## src/source/mem_disamb_consts.svh

```systemverilog
// memory disambiguation constants
// widths of addresses, immediates and store queue indices

`ifndef MEM_DISAMB_CONSTS_SVH
`define MEM_DISAMB_CONSTS_SVH

// byte address width
`define MD_ADDR_W 32

// signed offset width of a request
`define MD_IMM_W 12

// store queue entries and index width
// depth must stay a power of two so the pointers wrap on their own
`define MD_SQ_DEPTH 8
`define MD_SQ_IDX_W 3

`endif

```

## src/source/mem_disamb_pkg.sv

```systemverilog
// memory disambiguation types
// vector types for addresses, offsets, access sizes and queue indices

`include "mem_disamb_consts.svh"

package mem_disamb_pkg;

  // byte address
  typedef logic [`MD_ADDR_W-1:0] addr_t;

  // signed offset added to the base
  typedef logic signed [`MD_IMM_W-1:0] imm_t;

  // log2 of the access length, 0..3 for 1..8 bytes
  typedef logic [1:0] size_t;

  // store queue slot
  typedef logic [`MD_SQ_IDX_W-1:0] sq_idx_t;

  // occupancy, one bit wider so a full queue fits
  typedef logic [`MD_SQ_IDX_W:0] sq_cnt_t;

endpackage

```

## src/source/addr_gen_unit.sv

```systemverilog
// address generation unit
// registers each load or store request and forms its effective
// address as base plus sign-extended immediate

`timescale 1ns/1ps

`include "mem_disamb_consts.svh"

module addr_gen_unit (
  input  logic                  clk,
  input  logic                  rst,
  input  logic                  req,
  input  logic                  req_store,
  input  mem_disamb_pkg::addr_t base,
  input  mem_disamb_pkg::imm_t  imm,
  input  mem_disamb_pkg::size_t size,
  output logic                  agu_valid,
  output logic                  agu_store,
  output mem_disamb_pkg::addr_t agu_addr,
  output mem_disamb_pkg::size_t agu_size
);

  mem_disamb_pkg::addr_t imm_ext;
  mem_disamb_pkg::addr_t eff_addr;

  // replicate the sign bit up to the address width
  assign imm_ext = {{(`MD_ADDR_W - `MD_IMM_W){imm[`MD_IMM_W-1]}}, imm};

  // wraps modulo 2^32
  assign eff_addr = base + imm_ext;

  // stage valid, one cycle per request
  always_ff @(posedge clk) begin
    if (rst) begin
      agu_valid <= 1'b0;
    end else begin
      agu_valid <= req;
    end
  end

  // stage payload, only meaningful with agu_valid
  always_ff @(posedge clk) begin
    if (req) begin
      agu_store <= req_store;
      agu_addr  <= eff_addr;
      agu_size  <= size;
    end
  end

endmodule

```

## src/source/load_conflict_check.sv

```systemverilog
// load conflict checker
// compares the byte range of an agu-stage load against every valid
// store queue entry and registers the load address with the result

`timescale 1ns/1ps

`include "mem_disamb_consts.svh"

module load_conflict_check (
  input  logic                       clk,
  input  logic                       rst,
  input  logic                       agu_valid,
  input  logic                       agu_store,
  input  mem_disamb_pkg::addr_t      agu_addr,
  input  mem_disamb_pkg::size_t      agu_size,
  input  logic [`MD_SQ_DEPTH-1:0]    entry_valid,
  input  mem_disamb_pkg::addr_t      entry_addr [`MD_SQ_DEPTH],
  input  mem_disamb_pkg::size_t      entry_size [`MD_SQ_DEPTH],
  output logic                       load_valid,
  output mem_disamb_pkg::addr_t      load_addr,
  output logic                       load_conflict
);

  // access length in bytes, one bit wider than an address
  function automatic logic [`MD_ADDR_W:0] byte_span(input mem_disamb_pkg::size_t sz);
    logic [`MD_ADDR_W:0] span;
    span     = '0;
    span[sz] = 1'b1;
    return span;
  endfunction

  logic                   is_load;
  logic [`MD_ADDR_W:0]    ld_lo;
  logic [`MD_ADDR_W:0]    ld_hi;
  logic [`MD_SQ_DEPTH-1:0] hit;

  assign is_load = agu_valid && !agu_store;

  // extra top bit keeps the end from wrapping
  assign ld_lo = {1'b0, agu_addr};
  assign ld_hi = ld_lo + byte_span(agu_size);

  for (genvar i = 0; i < `MD_SQ_DEPTH; i++) begin : g_cmp
    logic [`MD_ADDR_W:0] st_lo;
    logic [`MD_ADDR_W:0] st_hi;

    assign st_lo = {1'b0, entry_addr[i]};
    assign st_hi = st_lo + byte_span(entry_size[i]);

    // half-open ranges overlap when each starts before the other ends
    assign hit[i] = entry_valid[i] && (ld_lo < st_hi) && (st_lo < ld_hi);
  end

  // load result register
  always_ff @(posedge clk) begin
    if (rst) begin
      load_valid    <= 1'b0;
      load_addr     <= '0;
      load_conflict <= 1'b0;
    end else begin
      load_valid <= is_load;
      if (is_load) begin
        load_addr     <= agu_addr;
        load_conflict <= |hit;
      end
    end
  end

endmodule

```

## src/source/mem_disamb.sv

```systemverilog
// memory disambiguation top level
// address generation feeds a store queue and a load checker, which
// flags loads that overlap a pending store

`timescale 1ns/1ps

`include "mem_disamb_consts.svh"

module mem_disamb (
  input  logic                  clk,
  input  logic                  rst,
  input  logic                  req,
  input  logic                  req_store,
  input  mem_disamb_pkg::addr_t base,
  input  mem_disamb_pkg::imm_t  imm,
  input  mem_disamb_pkg::size_t size,
  input  logic                  commit,
  input  logic                  flush,
  output logic                  stall,
  output logic                  load_valid,
  output mem_disamb_pkg::addr_t load_addr,
  output logic                  load_conflict
);

  // agu stage
  logic                  agu_valid;
  logic                  agu_store;
  mem_disamb_pkg::addr_t agu_addr;
  mem_disamb_pkg::size_t agu_size;

  // queue contents
  logic [`MD_SQ_DEPTH-1:0] entry_valid;
  mem_disamb_pkg::addr_t   entry_addr [`MD_SQ_DEPTH];
  mem_disamb_pkg::size_t   entry_size [`MD_SQ_DEPTH];
  logic                    full;

  addr_gen_unit u_agu (
    .clk       (clk),
    .rst       (rst),
    .req       (req),
    .req_store (req_store),
    .base      (base),
    .imm       (imm),
    .size      (size),
    .agu_valid (agu_valid),
    .agu_store (agu_store),
    .agu_addr  (agu_addr),
    .agu_size  (agu_size)
  );

  store_queue u_sq (
    .clk         (clk),
    .rst         (rst),
    .flush       (flush),
    .commit      (commit),
    .agu_valid   (agu_valid),
    .agu_store   (agu_store),
    .agu_addr    (agu_addr),
    .agu_size    (agu_size),
    .entry_valid (entry_valid),
    .entry_addr  (entry_addr),
    .entry_size  (entry_size),
    .full        (full)
  );

  load_conflict_check u_chk (
    .clk           (clk),
    .rst           (rst),
    .agu_valid     (agu_valid),
    .agu_store     (agu_store),
    .agu_addr      (agu_addr),
    .agu_size      (agu_size),
    .entry_valid   (entry_valid),
    .entry_addr    (entry_addr),
    .entry_size    (entry_size),
    .load_valid    (load_valid),
    .load_addr     (load_addr),
    .load_conflict (load_conflict)
  );

  // back-pressure toward the request source
  assign stall = full;

endmodule

```

## src/source/store_queue.sv

```systemverilog
// store queue
// circular buffer of pending store addresses and sizes, filled from
// the agu stage, retired in order by commit and emptied by flush

`timescale 1ns/1ps

`include "mem_disamb_consts.svh"

module store_queue (
  input  logic                       clk,
  input  logic                       rst,
  input  logic                       flush,
  input  logic                       commit,
  input  logic                       agu_valid,
  input  logic                       agu_store,
  input  mem_disamb_pkg::addr_t      agu_addr,
  input  mem_disamb_pkg::size_t      agu_size,
  output logic [`MD_SQ_DEPTH-1:0]    entry_valid,
  output mem_disamb_pkg::addr_t      entry_addr [`MD_SQ_DEPTH],
  output mem_disamb_pkg::size_t      entry_size [`MD_SQ_DEPTH],
  output logic                       full
);

  mem_disamb_pkg::sq_idx_t head;
  mem_disamb_pkg::sq_idx_t tail;
  mem_disamb_pkg::sq_cnt_t count;

  logic push;
  logic pop;

  assign full = (count == `MD_SQ_DEPTH);

  // a store arriving while full is dropped
  assign push = agu_valid && agu_store && !full && !flush;

  // commit on an empty queue does nothing
  assign pop = commit && (count != '0) && !flush;

  // pointers, count and valid bits
  always_ff @(posedge clk) begin
    if (rst || flush) begin
      head        <= '0;
      tail        <= '0;
      count       <= '0;
      entry_valid <= '0;
    end else begin
      if (push) begin
        entry_valid[tail] <= 1'b1;
        tail              <= tail + 1'b1;
      end

      // head and tail only meet when full or empty,
      // so push and pop never hit the same slot here
      if (pop) begin
        entry_valid[head] <= 1'b0;
        head              <= head + 1'b1;
      end

      case ({push, pop})
        2'b10:   count <= count + 1'b1;
        2'b01:   count <= count - 1'b1;
        default: count <= count;
      endcase
    end
  end

  // entry payload
  always_ff @(posedge clk) begin
    if (push) begin
      entry_addr[tail] <= agu_addr;
      entry_size[tail] <= agu_size;
    end
  end

endmodule
```

## config.mk

```make
export PLATFORM = sky130hd
export DESIGN_NAME = mem_disamb
export DESIGN_NICKNAME = d
export VERILOG_FILES = /design/src/source/mem_disamb_pkg.sv /design/src/source/addr_gen_unit.sv /design/src/source/load_conflict_check.sv /design/src/source/mem_disamb.sv /design/src/source/store_queue.sv
export VERILOG_INCLUDE_DIRS = /design/src /design/src/source
export SDC_FILE = /design/constraint.sdc
export NUM_CORES = 1
export LEC_CHECK = 0
export BUFFER_PORTS_ARGS = -buffer_cell sky130_fd_sc_hd__buf_2
export CAP_MARGIN = 10
export CORE_MARGIN = 2
export CORE_UTILIZATION = 30
export CTS_BUF_LIST = sky130_fd_sc_hd__clkbuf_4
export DETAILED_ROUTE_END_ITERATION = 8
export HOLD_SLACK_MARGIN = 0.15
export PLACE_DENSITY = 0.52
export SLEW_MARGIN = 25
export SYNTH_ARGS = -nofsm -noshare
export SYNTH_HDL_FRONTEND = slang
export SYNTH_SLANG_ARGS = --single-unit
```

## constraint.sdc

```tcl
create_clock -name clk -period 6.2 [get_ports clk]
set_input_delay 0.93 -clock clk [delete_from_list [all_inputs] [get_ports clk]]
set_output_delay 0.93 -clock clk [all_outputs]
set_load 0.03 [all_outputs]
```

==> impl_metrics.env, run 1 <==
export IMPL_fin_setup_tns_ns=0
export IMPL_post_drt_via_cell_ratio=5.10
export IMPL_crit_arrival_ns=6.22
export IMPL_synth_most_common_cell="ha_1"
export IMPL_fin_nets=3750
export IMPL_powerDensity_nw_per_um2=213
export IMPL_clock_sinks=360
export IMPL_hold_class="input pin to register"
export IMPL_worst_setup_path_end_kind="register"
export IMPL_synth_top_area_share=0.314
export IMPL_grt_use_met1=0.210
export IMPL_post_cts_resized=0
export IMPL_cts_path_max_buffers=3
export IMPL_final_antenna_net_count=0
export IMPL_ys_ff_latch=360
export IMPL_finalSetupViolCount=0
export IMPL_ys_flop_type="edfxtp_1"
export IMPL_rsz0062_at_grt="no"
export IMPL_ys_warn_count=0
export IMPL_use_met3=0.0228
export IMPL_synth_seq_area_share=0.350
export IMPL_crit_type="register to register"
export IMPL_ys_types=82
export IMPL_synth_cell_area_um2=29400
export IMPL_die_w_um=317
export IMPL_clkTransAtPathRegs_ns=0.08
export IMPL_crit_path_max_fanout=12
export IMPL_cap_violations=0
export IMPL_antenna_found_initial=1
export IMPL_regToRegStartpoint="u_agu.agu_size[1]$_DFFE_PP_"
export IMPL_grt_overflow=0
export IMPL_grtUsageMet2=0.292
export IMPL_place_area_um2=32000
export IMPL_routedWlPerCell_um=18.5
export IMPL_ys_top_cells_by_area="edfxtp_1 (31%), ha_1 (24%), xor2_1 (5.5%), a21oi_1 (3.7%), dfxtp_1 (3.6%)"
export IMPL_syn_inst=2876
export IMPL_first_iter_violations=1023
export IMPL_tightest_slew_ns=1.01
export IMPL_max_freq_ghz=0.181
export IMPL_finalHoldViolCount=0
export IMPL_cts_htree_levels=3
export IMPL_status="complete, but fails checks"
export IMPL_fillers=9814
export IMPL_synth_edf_count=307
export IMPL_fp_row_count=114
export IMPL_timing_reg2reg_setup_slack_ns=0.67
export IMPL_cts_setup_buffers=0
export IMPL_portBuffers=86
export IMPL_cp_startpoint="u_agu.agu_size[1]$_DFFE_PP_"
export IMPL_endpoint="u_chk.load_conflict$_SDFFE_PP0P_"
export IMPL_violations="DRC"
export IMPL_grt_usage=0.167
export IMPL_cts_tree="built"
export IMPL_post_dp_hpwl_mm=65.4
export IMPL_leakagePower_nw=13.4
export IMPL_die_h_um=317
export IMPL_grt_pass1_wl_mm=131
export IMPL_report_power_total_mw=7.10
export IMPL_r2r_end="u_chk.load_conflict$_SDFFE_PP0P_"
export IMPL_finClkSkew_ns=0.0730
export IMPL_hold_buffers=0
export IMPL_grt_max_degree=38
export IMPL_grt_pass1_vias=23798
export IMPL_peakVddDrop_v=0.000109
export IMPL_clk_latency_ns=0.88
export IMPL_synthArstFlopShare=0
export IMPL_syn_num_nets=3507
export IMPL_routed_wl_mm=82.8
export IMPL_die_area_um2=100000
export IMPL_drt_first_pass_iters=7
export IMPL_worstPathRequired_ns=6.89
export IMPL_drc_errors=1
export IMPL_start_kind="register"
export IMPL_synth_area_per_cell_um2=10.2
export IMPL_numCtsBuffers=99
export IMPL_root_buffer="clkbuf_4"
export IMPL_route_vias_total=22857
export IMPL_start_util=0.303
export IMPL_area_growth_pct=13.7
export IMPL_fin_crit_sh=0.892
export IMPL_core_area_um2=96900
export IMPL_final_core_util=0.345
export IMPL_synth_commonest_cells="ha_1 (568), edfxtp_1 (307), nand2_1 (280)"
export IMPL_top_usage_layer="met2"
export IMPL_final_max_slew_viol_count=0
export IMPL_final_area_um2=33400
export IMPL_reg2regPathDepth=23
export IMPL_slew_headroom=0.324
export IMPL_pin_count=87
export IMPL_yosysTopAreaCell="edfxtp_1"
export IMPL_gp_congestion=0.937
export IMPL_layout_drive_gt1_share=0.117
export IMPL_period_needed_ns=5.53
## critical path: stages (launching register included)
cell and delay (ns):
edfxtp_1 0.58, nand2b_1 0.21, inv_1 0.06, ha_1 0.27
a21o_1 0.18, a21oi_1 0.23, nor2b_1 0.07, o21ai_0 0.14
buf_4 0.15, nor2_1 0.10, and4_1 0.31, nand4_1 0.25
nor2_1 0.08, xnor2_1 0.79, ha_1 0.24, nand4_1 0.13
nor4_1 0.39, o21ai_0 0.15, and4b_1 0.20, o21ai_0 0.07
o221ai_1 0.17, a32oi_1 0.21, nor4b_1 0.25, a311oi_1 0.12
## routing by layer
layer  up-vias  share of wire
met5         -              0
met4         0          0.029
met3       131          0.037
met2       398           0.49
met1     10789           0.45
li1      11539              -
## worst min path at each step
| stage | startpoint | end | slack, ns | depth (start not counted) |
|---|---|---|---|---|
| global route | req_store | u_agu.agu_store$_DFFE_PP_ | 0.21 | 1 |
| floorplan | u_sq.tail[0]$_SDFFE_PP0P_ | u_sq.tail[0]$_SDFFE_PP0P_ | 0.46 | 2 |
| detailed placement | u_chk.load_addr[4]$_SDFFE_PP0P_ | u_chk.load_addr[4]$_SDFFE_PP0P_ | 0.45 | 2 |
| finish | req_store | u_agu.agu_store$_DFFE_PP_ | 0.27 | 1 |
| CTS | req_store | u_agu.agu_store$_DFFE_PP_ | 0.18 | 1 |
| global placement | u_chk.load_addr[6]$_SDFFE_PP0P_ | u_chk.load_addr[6]$_SDFFE_PP0P_ | 0.44 | 2 |
## power by group
part | internal [mW] | switching, mW | total [mW] | leakage, nW
Sequential | 2.75 | 0.0589 | 2.81 | 3.22
Combinational | 0.749 | 1.23 | 1.98 | 9.42
Clock | 1.22 | 1.09 | 2.31 | 0.806
## placed cells by master (no fill, tap or decap), types with 10 or more instances in the layout
cell type / instances
ha_1: 568
edfxtp_1: 307
nand2_1: 280
a21oi_1: 218
xor2_1: 186
nor2_1: 157
clkbuf_4: 147
nand3_1: 133
xnor2_1: 111
o21ai_0: 100
nand4_1: 97
a21o_1: 89
buf_2: 86
buf_4: 76
and3_1: 61
inv_1: 54
dfxtp_1: 53
nor2b_1: 51
a211oi_1: 36
and4_1: 27
nor3_1: 24
o21a_1: 24
nand2b_1: 22
o211ai_1: 22
and2_1: 20
clkinv_1: 20
nor4_1: 17
a2111oi_0: 14
fa_1: 11
a31oi_1: 10
o31ai_1: 10
clkinv_2: 10
## state kept, by name, summed over array words and instances (netlist names)
name,count
u_agu.agu_addr,32
u_sq.count,4
u_chk.load_addr,32
u_chk.load_valid,1
u_sq.entry_valid,8
u_agu.agu_size,2
u_chk.load_conflict,1
u_sq.entry_size,16
u_agu.agu_store,1
u_sq.tail,3
u_sq.entry_addr,256
u_agu.agu_valid,1
u_sq.head,3
## area by class of cell
class	instances	area, um2	area share
multi-input cells	2437	18800	0.564
flip-flops and latches	360	10300	0.308
well taps	1276	1600	0.0478
repair buffers	167	1110	0.0332
clock buffers	147	1100	0.0331
clock inverters	38	248	0.00742
inverters	54	203	0.00607
diodes	1	2.50	0.0000750
## cells by family (layout without fill, tap and decap cells)
| logic type | Yosys count | in the layout | synth area share |
|---|---|---|---|
| and+or+nand+nor | 944 | 944 | 0.164 |
| AOI/OAI and AO/OA | 614 | 614 | 0.136 |
| adders and majority gates | 579 | 579 | 0.250 |
| DFF | 360 | 360 | 0.350 |
| xor gates and xnor gates | 298 | 298 | 0.0889 |
| buffers and inverters | 79 | 406 | 0.0105 |
| muxes | 2 | 2 | 0.000682 |
| other | 0 | 1 | 0 |
## stage by stage
stage	hold WS, ns	cells	setup WS [ns]
detailed placement	0.448	4292	0.642
global placement	0.442	4289	0.773
floorplan	0.462	2876	1.52
global route	0.212	4480	0.101
CTS	0.175	4477	0.575
finish	0.275	4480	0.673
Power figures use the tool's default switching activity.
==> inputs of run 2 (changes only) <==
--- a/config.mk
+++ b/config.mk
@@ -8,12 +8,14 @@
 export LEC_CHECK = 0
 export BUFFER_PORTS_ARGS = -buffer_cell sky130_fd_sc_hd__buf_2
 export CAP_MARGIN = 10
+export CELL_PAD_IN_SITES_DETAIL_PLACEMENT = 0
+export CELL_PAD_IN_SITES_GLOBAL_PLACEMENT = 1
 export CORE_MARGIN = 2
 export CORE_UTILIZATION = 30
 export CTS_BUF_LIST = sky130_fd_sc_hd__clkbuf_4
 export DETAILED_ROUTE_END_ITERATION = 8
 export HOLD_SLACK_MARGIN = 0.15
-export PLACE_DENSITY = 0.52
+export PLACE_DENSITY = 0.61
 export SLEW_MARGIN = 25
 export SYNTH_ARGS = -nofsm -noshare
 export SYNTH_HDL_FRONTEND = slang
==> run 2 against run 1 <==
Net effect:
- the run now ends clean
- routed wire length grew 2.1%
- global-route usage grew 0.29 points
- cell area shrank 0.30%
- maximum frequency shrank 2.8%
- clock power shrank 6%
- count of clock-buffer cells in the layout shrank 4
- flip-flop and latch count is the same
- critical path depth shrank 1
- sequential share of layout area grew 0.091 points
- die area is the same
- power shrank 1.7%
- first-iteration DRC count shrank 0.49%
==> impl_metrics.env, run 2 (same netlist as run 1, synthesis figures left out) <==
export IMPL_status="complete, no violations"
export IMPL_first_iter_violations=1018
export IMPL_gp_congestion=0.834
export IMPL_layout_drive_gt1_share=0.114
export IMPL_grt_pass1_wl_mm=130
export IMPL_largest_registers="u_sq.entry_addr x256, u_agu.agu_addr x32, u_chk.load_addr x32"
export IMPL_fin_crit_sh=0.917
export IMPL_final_area_um2=33300
export IMPL_wl_met2_mm=41.7
export IMPL_worst_setup_path_end_kind="register"
export IMPL_grt_pass1_vias=23465
export IMPL_core_area_um2=96900
export IMPL_max_freq_ghz=0.176
export IMPL_switching_share=0.340
export IMPL_finalSetupViolCount=0
export IMPL_fin_setup_tns_ns=0
export IMPL_path_buf_inv=1
export IMPL_fin_nets=3754
export IMPL_grt_max_degree=38
export IMPL_maxUsedRoutingLayer="met5"
export IMPL_portBuffers=86
export IMPL_seqPwrFrac=0.402
export IMPL_start_kind="register"
export IMPL_pin_count=87
export IMPL_die_w_um=317
export IMPL_combinationalPowerShare=0.285
export IMPL_final_max_slew_viol_count=0
export IMPL_period_needed_ns=5.68
export IMPL_place_area_um2=32000
export IMPL_root_buffer="clkbuf_4"
export IMPL_grt_usage=0.170
export IMPL_clock_sinks=360
export IMPL_crit_arrival_ns=6.44
export IMPL_tightest_slew_ns=1.03
export IMPL_path_cells="nand2b_1 -> inv_1 -> ha_1 -> a21o_1 -> a21oi_1 -> nor2b_1 -> o21ai_0 -> nor2_1 -> and4_1 -> nand4_1 -> nor2_1 -> xnor2_2 -> ha_1 -> a21o_1 -> a21oi_1 -> and4b_1 -> nand2_1 -> a211oi_1 -> o311ai_0 -> o31ai_1 -> nor4b_1 -> a311oi_1"
export IMPL_final_antenna_net_count=0
export IMPL_post_drt_via_cell_ratio=5.08
export IMPL_multi_input_area_um2=18900
export IMPL_numCtsBuffers=99
export IMPL_clk_latency_ns=0.91
export IMPL_crit_path_max_fanout=12
export IMPL_routedWlPerCell_um=18.9
export IMPL_regMostFlops="u_sq.entry_addr"
export IMPL_cts_htree_levels=3
export IMPL_area_growth_pct=13.4
export IMPL_finClkSkew_ns=0.0655
export IMPL_drt_first_pass_iters=5
export IMPL_switchingPower_mw=2.37
export IMPL_grt_overflow=0
export IMPL_peakVddDrop_v=0.000110
export IMPL_route_layer_met1_wl_mm=36.8
export IMPL_fillers=9928
export IMPL_powerDensity_nw_per_um2=210
export IMPL_wl_met3_mm=2.93
export IMPL_routed_wl_mm=84.5
export IMPL_drc_errors=0
export IMPL_hold_class="input pin to register"
export IMPL_crit_path_top_delay_cell="edfxtp_1"
export IMPL_cap_violations=0
export IMPL_route_vias_total=22766
export IMPL_final_common_cell="ha_1"
export IMPL_final_core_util=0.344
export IMPL_antenna_found_initial=3
export IMPL_layout_common_cells="ha_1 (568), edfxtp_1 (307), nand2_1 (280), a21oi_1 (218), xor2_1 (185)"
export IMPL_finalHoldViolCount=0
export IMPL_crit_type="register to register"
export IMPL_largest_register_ffs=256
export IMPL_fp_row_count=114
export IMPL_pwr_share_clk=0.313
export IMPL_die_h_um=317
export IMPL_path_delay_family="compound AO/OA/AOI/OAI gates"
export IMPL_cts_setup_buffers=0
export IMPL_cts_tree="built"
export IMPL_leakagePower_nw=13.4
export IMPL_clkTransAtPathRegs_ns=0.07
export IMPL_regArea_um2=10300
export IMPL_rsz0062_at_grt="no"
export IMPL_cts_path_max_buffers=3
export IMPL_max_stage_delay_ns=0.55
export IMPL_worstPathRequired_ns=6.95
export IMPL_post_dp_hpwl_mm=66.9
export IMPL_internal_power_mw=4.61
export IMPL_start_util=0.303
export IMPL_slew_headroom=0.313
export IMPL_die_area_um2=100000
==> run 2: metal layers <==
layer  global-route usage  up-vias
li1                     -    11545
met1                0.204    10677
met2                0.303      397
met3               0.0234      145
met4               0.0719        2
met5                    0        -
==> run 2: power by group through the flow <==
stage / clock network, mW / registers (mW) / logic, mW
after floorplan: 0 / 2.97 / 1.12
after CTS: 2.28 / 2.81 / 2.01
final: 2.18 / 2.80 / 1.99
after global routing: 2.39 / 2.81 / 2.27
after global placement: 0 / 2.86 / 1.99
after detailed placement: 0 / 2.86 / 2.00
==> run 2: path summary, 6_finish.rpt <==
path	cells after the start	endpoint	from	slack (ns)
max reg2reg	22	u_chk.load_conflict$_SDFFE_PP0P_	u_agu.agu_size[0]$_DFFE_PP_	0.52
min reg2reg	2	u_chk.load_addr[29]$_SDFFE_PP0P_	u_chk.load_addr[29]$_SDFFE_PP0P_	0.46
min	2	u_agu.agu_addr[0]$_DFFE_PP_	imm[0]	0.43
max	22	u_chk.load_conflict$_SDFFE_PP0P_	u_agu.agu_size[0]$_DFFE_PP_	0.52
==> run 2: layout make-up <==
type                    count  area share
repair buffers            171      0.0331
multi-input cells        2437       0.566
diodes                      2    0.000150
clock inverters            36     0.00526
inverters                  54     0.00609
clock buffers             143      0.0323
flip-flops and latches    360       0.309
well taps                1276      0.0480
==> run 2: timing repair <==
action / in CTS / in global routing
resized for setup: 0 / 3
endpoints found under the setup margin: 0 / 1
hold buffers: 3 / 0
endpoints found under the hold margin: 3 / 0
==> run 2: metrics by stage <==
stage               power [mW]  worst slack, ns  hold slack, ns  instances
floorplan                 4.09             1.52           0.462       2876
CTS                       7.10            0.205           0.343       4476
detailed placement        4.86            0.347           0.449       4294
global placement          4.85            0.458           0.441       4293
finish                    6.98            0.516           0.426       4479
global route              7.47           0.0449           0.425       4479
